## config.mk

```make
export PLATFORM = sky130hd
export DESIGN_NAME = spinn_rx_top
export DESIGN_NICKNAME = d
export VERILOG_FILES = /design/src/common/spinn_rx_pkg.sv /design/src/source/spinn_rx_top.sv /design/src/spinn_rx/spinn_rx_ctrl.sv /design/src/spinn_rx/pkt_out_reg.sv /design/src/spinn_rx/pkt_assembler.sv /design/src/spinn_rx/nrz_2of7_decoder.sv
export SDC_FILE = /design/constraint.sdc
export NUM_CORES = 1
export LEC_CHECK = 0
export ABC_AREA = 1
export BUFFER_PORTS_ARGS = -buffer_cell sky130_fd_sc_hd__buf_2
export CAP_MARGIN = 30
export CORE_MARGIN = 1.5
export CORE_UTILIZATION = 30
export DETAILED_ROUTE_END_ITERATION = 8
export GPL_TIMING_DRIVEN = 0
export SLEW_MARGIN = 20
export SYNTH_ARGS = -nofsm -noshare
export SYNTH_HDL_FRONTEND = slang
export SYNTH_SLANG_ARGS = --single-unit
```

## constraint.sdc

```tcl
create_clock -name clk -period 5.64 [get_ports clk]
set_clock_uncertainty 0.2 [all_clocks]
set_input_delay 0.846 -clock clk [delete_from_list [all_inputs] [get_ports clk]]
set_output_delay 0.846 -clock clk [all_outputs]
set_load 0.02 [all_outputs]
```

## src/common/spinn_rx_pkg.sv

```systemverilog
// spinn_rx_pkg: link code constants, symbol struct and packet types for the SpiNNaker receiver
package spinn_rx_pkg;

  // ------------------------------
  // frame geometry
  // ------------------------------
  localparam int PKT_BITS = 72;  // long packet, 18 nibbles

  typedef logic [4:0] sym_cnt_t;  // data symbols seen so far

  localparam sym_cnt_t SHORT_SYMS = 5'd10;  // 40-bit packet
  localparam sym_cnt_t LONG_SYMS  = 5'd18;  // 72-bit packet

  typedef logic [PKT_BITS-1:0] pkt_t;
  typedef logic [3:0]          nibble_t;

  // ------------------------------
  // link wires and 2-of-7 code
  // ------------------------------
  typedef logic [6:0] link_t;  // NRZ, one transition per wire

  // wires 5 and 6 changed
  localparam link_t EOP_CODE = 7'b110_0000;

  // transition pattern of each data nibble, index = nibble value
  localparam link_t DATA_CODE [16] = '{
    7'b001_0001,  // 0
    7'b001_0010,  // 1
    7'b001_0100,  // 2
    7'b001_1000,  // 3
    7'b010_0001,  // 4
    7'b010_0010,  // 5
    7'b010_0100,  // 6
    7'b010_1000,  // 7
    7'b100_0001,  // 8
    7'b100_0010,  // 9
    7'b100_0100,  // 10
    7'b100_1000,  // 11
    7'b000_0011,  // 12
    7'b000_0110,  // 13
    7'b000_1100,  // 14
    7'b000_1001   // 15
  };

  // decoder result handed to control and assembly
  typedef struct packed {
    logic    nsb;  // complete symbol on the wires
    logic    dat;  // data nibble
    logic    eop;  // end of packet
    logic    bad;  // two or more wires, not a legal code
    nibble_t val;  // only valid with dat
  } sym_t;

endpackage
```

## src/source/spinn_rx_top.sv

```systemverilog
// spinn_rx_top: SpiNNaker link receiver, 2-of-7 link in, valid/ready packets out
module spinn_rx_top #(
  parameter int unsigned ERR_TIMEOUT = 31  // forced ack period in error, minus one
) (
  input  logic                clk,
  input  logic                rst,
  input  logic                enable,
  input  spinn_rx_pkg::link_t data_2of7,
  output logic                ack,
  output spinn_rx_pkg::pkt_t  pkt_data,
  output logic                pkt_vld,
  input  logic                pkt_rdy,
  output logic                err
);
  import spinn_rx_pkg::*;

  // ------------------------------
  // internal nets
  // ------------------------------
  sym_t sym;
  pkt_t frame;
  logic sym_take;
  logic link_init;
  logic shift_en;
  logic first;
  logic load;
  logic exp_eop;
  logic busy;

  spinn_rx_ctrl #(
    .ERR_TIMEOUT (ERR_TIMEOUT)
  ) i_ctrl (
    .clk       (clk),
    .rst       (rst),
    .enable    (enable),
    .sym       (sym),
    .exp_eop   (exp_eop),
    .busy      (busy),
    .sym_take  (sym_take),
    .link_init (link_init),
    .shift_en  (shift_en),
    .first     (first),
    .load      (load),
    .err       (err)
  );

  nrz_2of7_decoder i_dec (
    .clk       (clk),
    .rst       (rst),
    .data_2of7 (data_2of7),
    .sym_take  (sym_take),
    .link_init (link_init),
    .sym       (sym),
    .ack       (ack)
  );

  pkt_assembler i_asm (
    .clk      (clk),
    .rst      (rst),
    .sym      (sym),
    .shift_en (shift_en),
    .first    (first),
    .frame    (frame),
    .exp_eop  (exp_eop)
  );

  pkt_out_reg i_out (
    .clk      (clk),
    .rst      (rst),
    .frame    (frame),
    .load     (load),
    .pkt_rdy  (pkt_rdy),
    .pkt_data (pkt_data),
    .pkt_vld  (pkt_vld),
    .busy     (busy)
  );

endmodule

```

## src/spinn_rx/spinn_rx_ctrl.sv

```systemverilog
// spinn_rx_ctrl: receive FSM deciding symbol takes, packet loads, error timeout and err status
module spinn_rx_ctrl #(
  parameter int unsigned ERR_TIMEOUT = 31  // cycles between forced acks in error
) (
  input  logic               clk,
  input  logic               rst,
  input  logic               enable,
  input  spinn_rx_pkg::sym_t sym,
  input  logic               exp_eop,
  input  logic               busy,
  output logic               sym_take,
  output logic               link_init,
  output logic               shift_en,
  output logic               first,
  output logic               load,
  output logic               err
);
  import spinn_rx_pkg::*;

  localparam int CNT_W = $clog2(ERR_TIMEOUT + 1);

  typedef enum logic [2:0] {
    ST_REST,  // first cycle out of reset
    ST_PARK,  // link frozen, enable low
    ST_IDLE,  // waiting for first symbol
    ST_TRAN,  // collecting data symbols
    ST_EOP,   // eop seen, length check
    ST_WTRD,  // good packet, output blocked
    ST_ERR    // dropping until eop
  } state_t;

  state_t           state;
  state_t           state_nxt;
  logic [CNT_W-1:0] err_cnt;
  logic             err_tmo;

  assign err_tmo = (err_cnt == '0);

  // where to go once a packet is finished
  function automatic state_t after_pkt(input logic en);
    return en ? ST_IDLE : ST_PARK;
  endfunction

  // ------------------------------
  // next state and strobes
  // ------------------------------
  always_comb begin
    state_nxt = state;
    sym_take  = 1'b0;
    link_init = 1'b0;
    shift_en  = 1'b0;
    first     = 1'b0;
    load      = 1'b0;
    case (state)
      ST_REST: begin
        link_init = 1'b1;  // latch wires, ack goes to 1
        state_nxt = after_pkt(enable);
      end
      ST_PARK: begin
        if (enable) state_nxt = ST_IDLE;
      end
      ST_IDLE: begin
        if (!enable) begin
          state_nxt = ST_PARK;  // nothing in flight, park now
        end else if (sym.nsb) begin
          sym_take = 1'b1;  // eop between packets just gets acked
          if (sym.dat) begin
            shift_en  = 1'b1;
            first     = 1'b1;
            state_nxt = ST_TRAN;
          end else if (sym.bad) begin
            state_nxt = ST_ERR;
          end
        end
      end
      ST_TRAN: begin
        if (sym.dat) begin
          sym_take = 1'b1;
          shift_en = 1'b1;
        end else if (sym.bad) begin
          sym_take  = 1'b1;
          state_nxt = ST_ERR;
        end else if (sym.eop) begin
          state_nxt = ST_EOP;  // ack deferred to the length check
        end
      end
      ST_EOP: begin
        if (!busy) begin
          sym_take  = 1'b1;
          load      = exp_eop;  // wrong length is dropped silently
          state_nxt = after_pkt(enable);
        end else if (exp_eop) begin
          state_nxt = ST_WTRD;
        end
      end
      ST_WTRD: begin
        if (!busy) begin
          sym_take  = 1'b1;  // eop ack released with the load
          load      = 1'b1;
          state_nxt = after_pkt(enable);
        end
      end
      ST_ERR: begin
        sym_take = sym.nsb | err_tmo;  // timeout unsticks a hung sender
        if (sym.eop) state_nxt = after_pkt(enable);
      end
      default: state_nxt = ST_REST;
    endcase
  end

  // ------------------------------
  // registers
  // ------------------------------
  always_ff @(posedge clk or posedge rst) begin
    if (rst) begin
      state   <= ST_REST;
      err     <= 1'b0;
      err_cnt <= CNT_W'(ERR_TIMEOUT);
    end else begin
      state <= state_nxt;
      err   <= (state == ST_ERR);  // lags the state by one cycle
      if (state == ST_ERR && !err_tmo)
        err_cnt <= err_cnt - 1'b1;
      else
        err_cnt <= CNT_W'(ERR_TIMEOUT);  // reload on wrap or outside error
    end
  end

  // decoder must classify each change one way only
  a_sym_onehot: assert property (@(posedge clk) disable iff (rst)
    $onehot0({sym.dat, sym.eop, sym.bad}));

  // output register never overwritten while a packet is pending
  a_no_load_busy: assert property (@(posedge clk) disable iff (rst)
    load |-> !busy);

endmodule

```

## src/spinn_rx/pkt_out_reg.sv

```systemverilog
// pkt_out_reg: output packet register holding valid until the consumer accepts it
module pkt_out_reg (
  input  logic               clk,
  input  logic               rst,
  input  spinn_rx_pkg::pkt_t frame,
  input  logic               load,
  input  logic               pkt_rdy,
  output spinn_rx_pkg::pkt_t pkt_data,
  output logic               pkt_vld,
  output logic               busy
);
  import spinn_rx_pkg::*;

  logic vld_pend;  // data loaded, valid follows next cycle

  always_ff @(posedge clk) begin
    if (load)
      pkt_data <= frame;
  end

  always_ff @(posedge clk or posedge rst) begin
    if (rst) begin
      vld_pend <= 1'b0;
      pkt_vld  <= 1'b0;
    end else begin
      vld_pend <= load;
      if (vld_pend)
        pkt_vld <= 1'b1;
      else if (pkt_rdy)
        pkt_vld <= 1'b0;  // accepted
    end
  end

  assign busy = pkt_vld & ~pkt_rdy;  // blocked, hold everything

  a_data_hold: assert property (@(posedge clk) disable iff (rst)
    busy |=> $stable(pkt_data));

endmodule

```

## src/spinn_rx/pkt_assembler.sv

```systemverilog
// pkt_assembler: shifts decoded nibbles into the packet buffer and aligns short or long frames
module pkt_assembler (
  input  logic               clk,
  input  logic               rst,
  input  spinn_rx_pkg::sym_t sym,
  input  logic               shift_en,
  input  logic               first,
  output spinn_rx_pkg::pkt_t frame,
  output logic               exp_eop
);
  import spinn_rx_pkg::*;

  pkt_t     pkt_buf;   // newest nibble at the top
  sym_cnt_t sym_cnt;
  logic     long_pkt;  // bit 1 of the opening nibble

  // ------------------------------
  // shift buffer
  // ------------------------------
  always_ff @(posedge clk) begin
    if (shift_en)
      pkt_buf <= {sym.val, pkt_buf[PKT_BITS-1:4]};
  end

  // count and length flag
  always_ff @(posedge clk or posedge rst) begin
    if (rst) begin
      sym_cnt  <= '0;
      long_pkt <= 1'b0;
    end else if (shift_en) begin
      if (first) begin
        sym_cnt  <= sym_cnt_t'(1);  // restart on a new packet
        long_pkt <= sym.val[1];
      end else begin
        sym_cnt <= sym_cnt + 1'b1;
      end
    end
  end

  // eop is only good at the exact length
  assign exp_eop = long_pkt ? (sym_cnt == LONG_SYMS) : (sym_cnt == SHORT_SYMS);

  // ------------------------------
  // frame alignment
  // ------------------------------
  // short packet sits in the top 40 bits, move it down, zero fill
  always_comb begin
    if (long_pkt)
      frame = pkt_buf;
    else
      frame = {32'd0, pkt_buf[PKT_BITS-1 -: 40]};
  end

  // controller must stop shifting at the long length
  a_cnt_max: assert property (@(posedge clk) disable iff (rst)
    shift_en |-> sym_cnt <= LONG_SYMS);

endmodule

```

## src/spinn_rx/nrz_2of7_decoder.sv

```systemverilog
// nrz_2of7_decoder: classifies NRZ 2-of-7 wire changes and drives the two-phase link ack
module nrz_2of7_decoder (
  input  logic                clk,
  input  logic                rst,
  input  spinn_rx_pkg::link_t data_2of7,
  input  logic                sym_take,
  input  logic                link_init,
  output spinn_rx_pkg::sym_t  sym,
  output logic                ack
);
  import spinn_rx_pkg::*;

  link_t prev_wires;  // wire levels at the last accepted symbol
  link_t diff;        // wires that toggled since then

  assign diff = data_2of7 ^ prev_wires;

  // ------------------------------
  // symbol classification
  // ------------------------------
  always_comb begin
    sym = '0;
    // zero or one wire changed, still arriving
    if ($countones(diff) > 1) begin
      sym.nsb = 1'b1;
      if (diff == EOP_CODE) begin
        sym.eop = 1'b1;
      end else begin
        sym.bad = 1'b1;  // cleared below on a table hit
        for (int i = 0; i < 16; i++) begin
          if (diff == DATA_CODE[i]) begin
            sym.dat = 1'b1;
            sym.bad = 1'b0;
            sym.val = nibble_t'(i);
          end
        end
      end
    end
  end

  // ------------------------------
  // wire memory and ack
  // ------------------------------
  always_ff @(posedge clk or posedge rst) begin
    if (rst) begin
      prev_wires <= '0;
      ack        <= 1'b0;
    end else if (link_init) begin
      prev_wires <= data_2of7;
      ack        <= 1'b1;  // sender sees a ready link after reset
    end else if (sym_take) begin
      prev_wires <= data_2of7;  // consume the symbol
      ack        <= ~ack;       // two-phase, one edge per symbol
    end
  end

  // only the controller moves the link handshake
  a_ack_strobe: assert property (@(posedge clk) disable iff (rst)
    !(sym_take || link_init) |=> $stable(ack));

endmodule

```

# Word-level counts from Yosys, hierarchy flattened
# Cells that the tools add are included.
[word_totals]
ff_bits = 169
elab_cells = 145
[classes]
reduce_logical = 10
eq_ne = 33
addsub = 8
bitwise_logic = 6
n_lt_le_gt_ge = 1
mux = 74
[op_table]
columns = ["cell", "n"]
rows = [
  ["2-to-1 mux 5 bit", 19],
  ["adder 32 bit", 2],
  ["2-to-1 mux 40 bit", 1],
  ["2-to-1 mux 3 bit", 12],
  ["== test 7 bit, second input constant", 5],
  ["2-to-1 mux 1 bit", 34],
  ["adder 32 x 1 -> 32 bit", 1],
  ["greater-than comparator 32 x 2 -> 1 bit, second input constant", 1],
  ["== test 7 x 5 -> 1 bit, second input constant", 4],
  ["== test 7 x 6 -> 1 bit, second input constant", 4],
  ["case mux 3 bit (7 select lines)", 1],
  ["== test 7 x 4 -> 1 bit, second input constant", 2],
  ["2-to-1 mux 7 bit", 2],
  ["== test 3 bit, second input constant", 3],
  ["2-to-1 mux 8 bit", 1],
  ["AND reduction 8 bit", 1],
  ["== test 7 x 2 -> 1 bit, second input constant", 1],
  ["== test 7 x 3 -> 1 bit, second input constant", 1],
  ["XOR 7 bit", 1],
  ["adder 1 x 1 -> 2 bit", 3],
  ["== test 3 x 2 -> 1 bit, second input constant", 2],
  ["inequality test 2 bit, second input constant", 3],
  ["inequality test 3 x 2 -> 1 bit, second input constant", 2],
  ["adder 5 x 1 -> 5 bit, second input constant", 1],
  ["other kinds (20)", 25],
]

# Depth between registers and ports, before layout
[logic_depth]
depth_word = 25
depth_mapped = 19
ltp_nobuf = 19

# Hierarchy
# From an unflattened synthesis, not the netlist that was laid out.
[hier_totals]
cells_unflattened = 637
hier_area_um2 = 7171.9
[by_module_without_submodules]
columns = ["module", "cells_each", "area_per_inst_um2", "instances"]
rows = [
  ["pkt_assembler", 300, 3248.1, 1],
  ["pkt_out_reg", 80, 2237.1, 1],
  ["nrz_2of7_decoder", 137, 903.4, 1],
  ["spinn_rx_ctrl", 120, 783.3, 1],
]

# Least setup slack after synthesis
# OpenSTA, ideal clock, no wires.
[synth_timing]
kind = "input-to-reg"
startpoint = "input data_2of7[0]"
endpoint = "register i_asm.pkt_buf[0] (enable)"
setup_ps = 426
n_path_buf = 0
setup_slack_ps = 315
arrival_ps = 4699
path_stages = 15
cell_sequence = "xor2_1 > inv_1 > ha_1 > fa_1 > inv_1 > ha_1 > inv_1 > fa_1 > nand3_2 > nand2_2 > nor2_2 > nand2_4 > inv_2 > nor2_2 > inv_1"
[synth_via]
elab_chain_cells = 24
elab_cells_between_ends = 44
cone_classes = "3 x add/sub; 1 x order compare; 17 x eq/ne; 22 x mux; 1 x bitwise"
[synth_lines]
columns = ["item", "line_no", "text"]
rows = [
  ["start, declared", "spinn_rx_top.sv:8", "input spinn_rx_pkg::link_t data_2of7,"],
  ["XOR 7 bit (*)", "nrz_2of7_decoder.sv:16", "assign diff = data_2of7 ^ prev_wires;"],
  ["branches (longest 18 deep; another with adder 32 bit)", "-", ""],
  ["2-to-1 mux 8 bit (*)", "nrz_2of7_decoder.sv:24", "if ($countones(diff) > 1) begin"],
  ["2-to-1 mux 1 bit", "spinn_rx_ctrl.sv:67, spinn_rx_ctrl.sv:77", ""],
  ["2-to-1 mux 1 bit", "spinn_rx_ctrl.sv:65", "end else if (sym.nsb) begin"],
  ["2-to-1 mux 1 bit", "spinn_rx_ctrl.sv:63", "if (!enable) begin"],
  ["case mux 1 bit (2 select lines) (*)", "spinn_rx_ctrl.sv:54", "case (state)"],
  ["named net i_asm.shift_en", "pkt_assembler.sv:6", "input logic shift_en,"],
  ["end signal, assigned", "pkt_assembler.sv:22", "pkt_buf <= {sym.val, pkt_buf[PKT_BITS-1:4]};"],
  ["end, declared", "pkt_assembler.sv:13", "pkt_t pkt_buf;"],
]
# Mark *: on every way through the listed nets, which the timed path passes.
# A chain may end at the register's enable or synchronous reset.

# Worst setup path in the final report
[layout_timing]
startpoint = "input data_2of7[0]"
endpoint = "register i_asm.pkt_buf[37] (enable)"
# The elaborated chain is that of the path after synthesis.

==> impl_metrics.tcl <==
set metrics [dict create \
    outcome "completed" \
    cts_buffers 17 \
    finalCriticalPeriod_ns 4.31 \
    synth-edff-count 144 \
    area_growth_pct 21.6 \
    io_pins 86 \
    cts_tree "yes" \
    coreArea_sq_um 23300 \
    synthArstFlopShare_pct 14.8 \
    syn_area_sq_um 7110 \
    tightest_slew_ns 0.670 \
    path_buf_inv 7 \
    dp_slack_ns 0.871 \
    grt_max_degree 58 \
    pwr-share-comb_pct 35.7 \
    cp.depth 18 \
    row_count 56 \
    max_cap_viol_count 0 \
    cts_max_level 4 \
    diodes 0 \
    maxSlewViolCount 0 \
    setup_viol 0 \
    dp_hpwl_um 10000 \
    p_seq_share_pct 39.2 \
    cts.sinks 169 \
    setup_ws_ns 1.33 \
    clock.fmax_mhz 232 \
    r2r_start "i_dec.prev_wires[0]" \
    crit_family "adder cells" \
    routed_wl_um 14300 \
    die_w_um 157 \
    synth_ff_type "edfxtp_1" \
    reg2reg_to "i_asm.pkt_buf[37]" \
    io_buffers 85 \
    fill_cells 2301 \
    ys_ff_latch 169 \
    start_util_pct 30.5 \
    ant_nets 0 \
    clk_path_buf_depth 2 \
    finalCritPeriodShare_pct 76.5 \
    ir_worst_vdd_mv 0.346 \
    p_total_mw 4.50 \
    cts_root_buf "clkbuf_16" \
    wl_met2_um 6890 \
    cpPeakStageDelay_ns 0.47 \
    switchingPower_mw 1.74 \
    post_cts_buffers 0 \
    crit_chain "buf_2 -> xor2_1 -> inv_1 -> ha_1 -> fa_1 -> inv_1 -> ha_1 -> inv_1 -> fa_1 -> xor2_1 -> nand3_2 -> nand2_2 -> nor2_2 -> nand2_4 -> inv_2 -> nor2_2 -> inv_4 -> buf_16" \
    wl_met1_um 6580 \
    p_leak_nw 3.84 \
    crit_end "i_asm.pkt_buf[37]" \
    p_int_mw 2.76 \
    drcViolationCount 0 \
    crit_top_cell "inv_1" \
    crit_path_end_kind "register" \
    syn_area_per_cell_sq_um 11.5 \
    clk_pin_slew_ns 0.07 \
    grt_pass1_wl_um 22900 \
    die_y_um 157 \
    final_hold_viol_count 0 \
    ys_seq_area_share_pct 69.7 \
    final_cell_mix "nand2_1 (209), edfxtp_1 (144), buf_2 (86)" \
    nNetsFinal 760 \
    overflow 0 \
    r2r_slack_ns 1.45 \
    antenna_found_initial 0 \
    cp_slowest_cell "fa_1" \
    p_sw_share_pct 38.7 \
    synth_fp_nets 651 \
    ys.warnings.count 0 \
    syn_inst 620 \
    wl_per_cell_um 13.4 \
    globalplace.congestion 0.816 \
    rsz0062_at_grt "no" \
    track_usage_pct 12.2 \
    powerDensity_nw_per_um2 520 \
    synthDistinctLibCells 38 \
    die_area_sq_um 24600 \
    worstSetupStartpoint "data_2of7[0]" \
    hp-class "primary input to asynchronous set/reset pin" \
    cp_max_fo 57 \
    drt-initial-drc-count 239 \
    arrival_ns 4.20 \
    num_vias 4487 \
    critPathKind "primary input to register" \
    routed.top_layer "met4" \
    wl_met3_um 673 \
    drive_gt1_share_pct 21.8 \
    worstSetupStartpointType "primary input" \
    clk_latency_ns 0.42 \
    p_clk_share_pct 25.1 \
    cts.hold.buffers_added 0 \
    firstDrtPassIters 5 \
    final_common_cell "nand2_1" \
    slew-limit-headroom_pct 55.4 \
    ff2ff_path_depth 17 \
    worstPathRequired_ns 5.52 \
    grt_pass1_vias 4366 \
    viasPerCell 4.23 \
    cts_resized 0 \
]
==> power by group through the flow <==
stage / registers, mW / logic, mW / clock network [mW]
CTS: 1.76 / 1.65 / 1.17
detailed placement: 1.79 / 1.65 / 0
floorplan: 1.85 / 1.10 / 0
finish: 1.76 / 1.61 / 1.13
global route: 1.78 / 1.87 / 1.22
global placement: 1.81 / 1.58 / 0
==> cells in the mapped netlist (10+ instances only) <==
master / number / area share [%]
nand2_1: 209 / 11
o21ai_1: 11 / 0.77
ha_1: 17 / 3.0
edfxtp_1: 144 / 61
inv_1: 80 / 4.2
dfrtp_1: 20 / 7.0
o21ai_0: 18 / 1.3
inv_2: 10 / 0.53
nor2_1: 17 / 0.90
nand3_1: 19 / 1.3
clkbuf_1: 12 / 0.63
==> final cells by class <==
class	instances	area, sq um	area share, %
sequential	169	4960	57.3
multi-input combinational	344	1760	20.3
timing repair buffer	90	551	6.37
clock buffer	17	425	4.92
tap	319	399	4.62
inverter	93	353	4.08
clock inverter	15	149	1.72
buffer	14	57.6	0.666
==> worst min path at each step <==
stage	endpoint	slack, ns	from	cells after the start
finish	i_dec.ack	0.22	rst	2
global placement	i_out.pkt_vld	0.22	i_out.vld_pend	1
global route	i_dec.ack	0.25	rst	2
CTS	i_ctrl.err	0.21	rst	2
floorplan	i_out.pkt_vld	0.21	i_out.vld_pend	1
detailed placement	i_out.pkt_vld	0.23	i_out.vld_pend	1
==> per-stage QoR <==
stage / utilization [%] / hold WS, ns / cell area, sq um / TNS, ns / instances
after detailed placement: 34.6 / 0.228 / 8070 / 0 / 1029
after global routing: 37.1 / 0.246 / 8650 / 0 / 1061
final: 37.1 / 0.217 / 8650 / 0 / 1061
after global placement: 34.0 / 0.215 / 7930 / -162.55 / 1024
after CTS: 37.1 / 0.210 / 8650 / 0 / 1061
after floorplan: - / 0.213 / 7110 / 0 / 620
==> routing by layer <==
layer,GRT usage (%),up-vias
met1,16.1,2123
met4,3.63,0
li1,-,2242
met2,20.1,113
met5,0,-
met3,2.81,9
==> flip-flops by register name, summed over array words and instances (netlist names) <==
signal / count
i_ctrl.err: 1
i_asm.sym_cnt: 5
i_asm.long_pkt: 1
i_out.pkt_data: 72
i_out.vld_pend: 1
i_out.pkt_vld: 1
i_dec.ack: 1
i_asm.pkt_buf: 72
i_ctrl.err_cnt: 5
i_ctrl.state: 3
i_dec.prev_wires: 7
==> worst reg2reg max path, cell delays in order (launching register included) <==
cell	delay [ns]
dfrtp_1	0.39
xor2_1	0.26
inv_1	0.10
ha_1	0.33
fa_1	0.47
inv_1	0.06
ha_1	0.16
inv_1	0.05
fa_1	0.37
xor2_1	0.16
nand3_2	0.15
nand2_2	0.11
nor2_2	0.18
nand2_4	0.09
inv_2	0.12
nor2_2	0.08
inv_4	0.20
buf_16	0.30
==> cells by family (layout without fill, tap and decap cells) <==
group                      Yosys count  count (layout)  share of synthesized area (%)
and+or+nand+nor                    271             271                           16.1
DFF                                169             169                           69.7
buffers and inverters              107             229                           5.74
AOI/OAI and AO/OA                   43              43                           3.36
adders and majority gates           20              20                           3.84
xor gates and xnor gates            10              10                           1.23
Note: power is estimated with default switching activity, not from simulation.
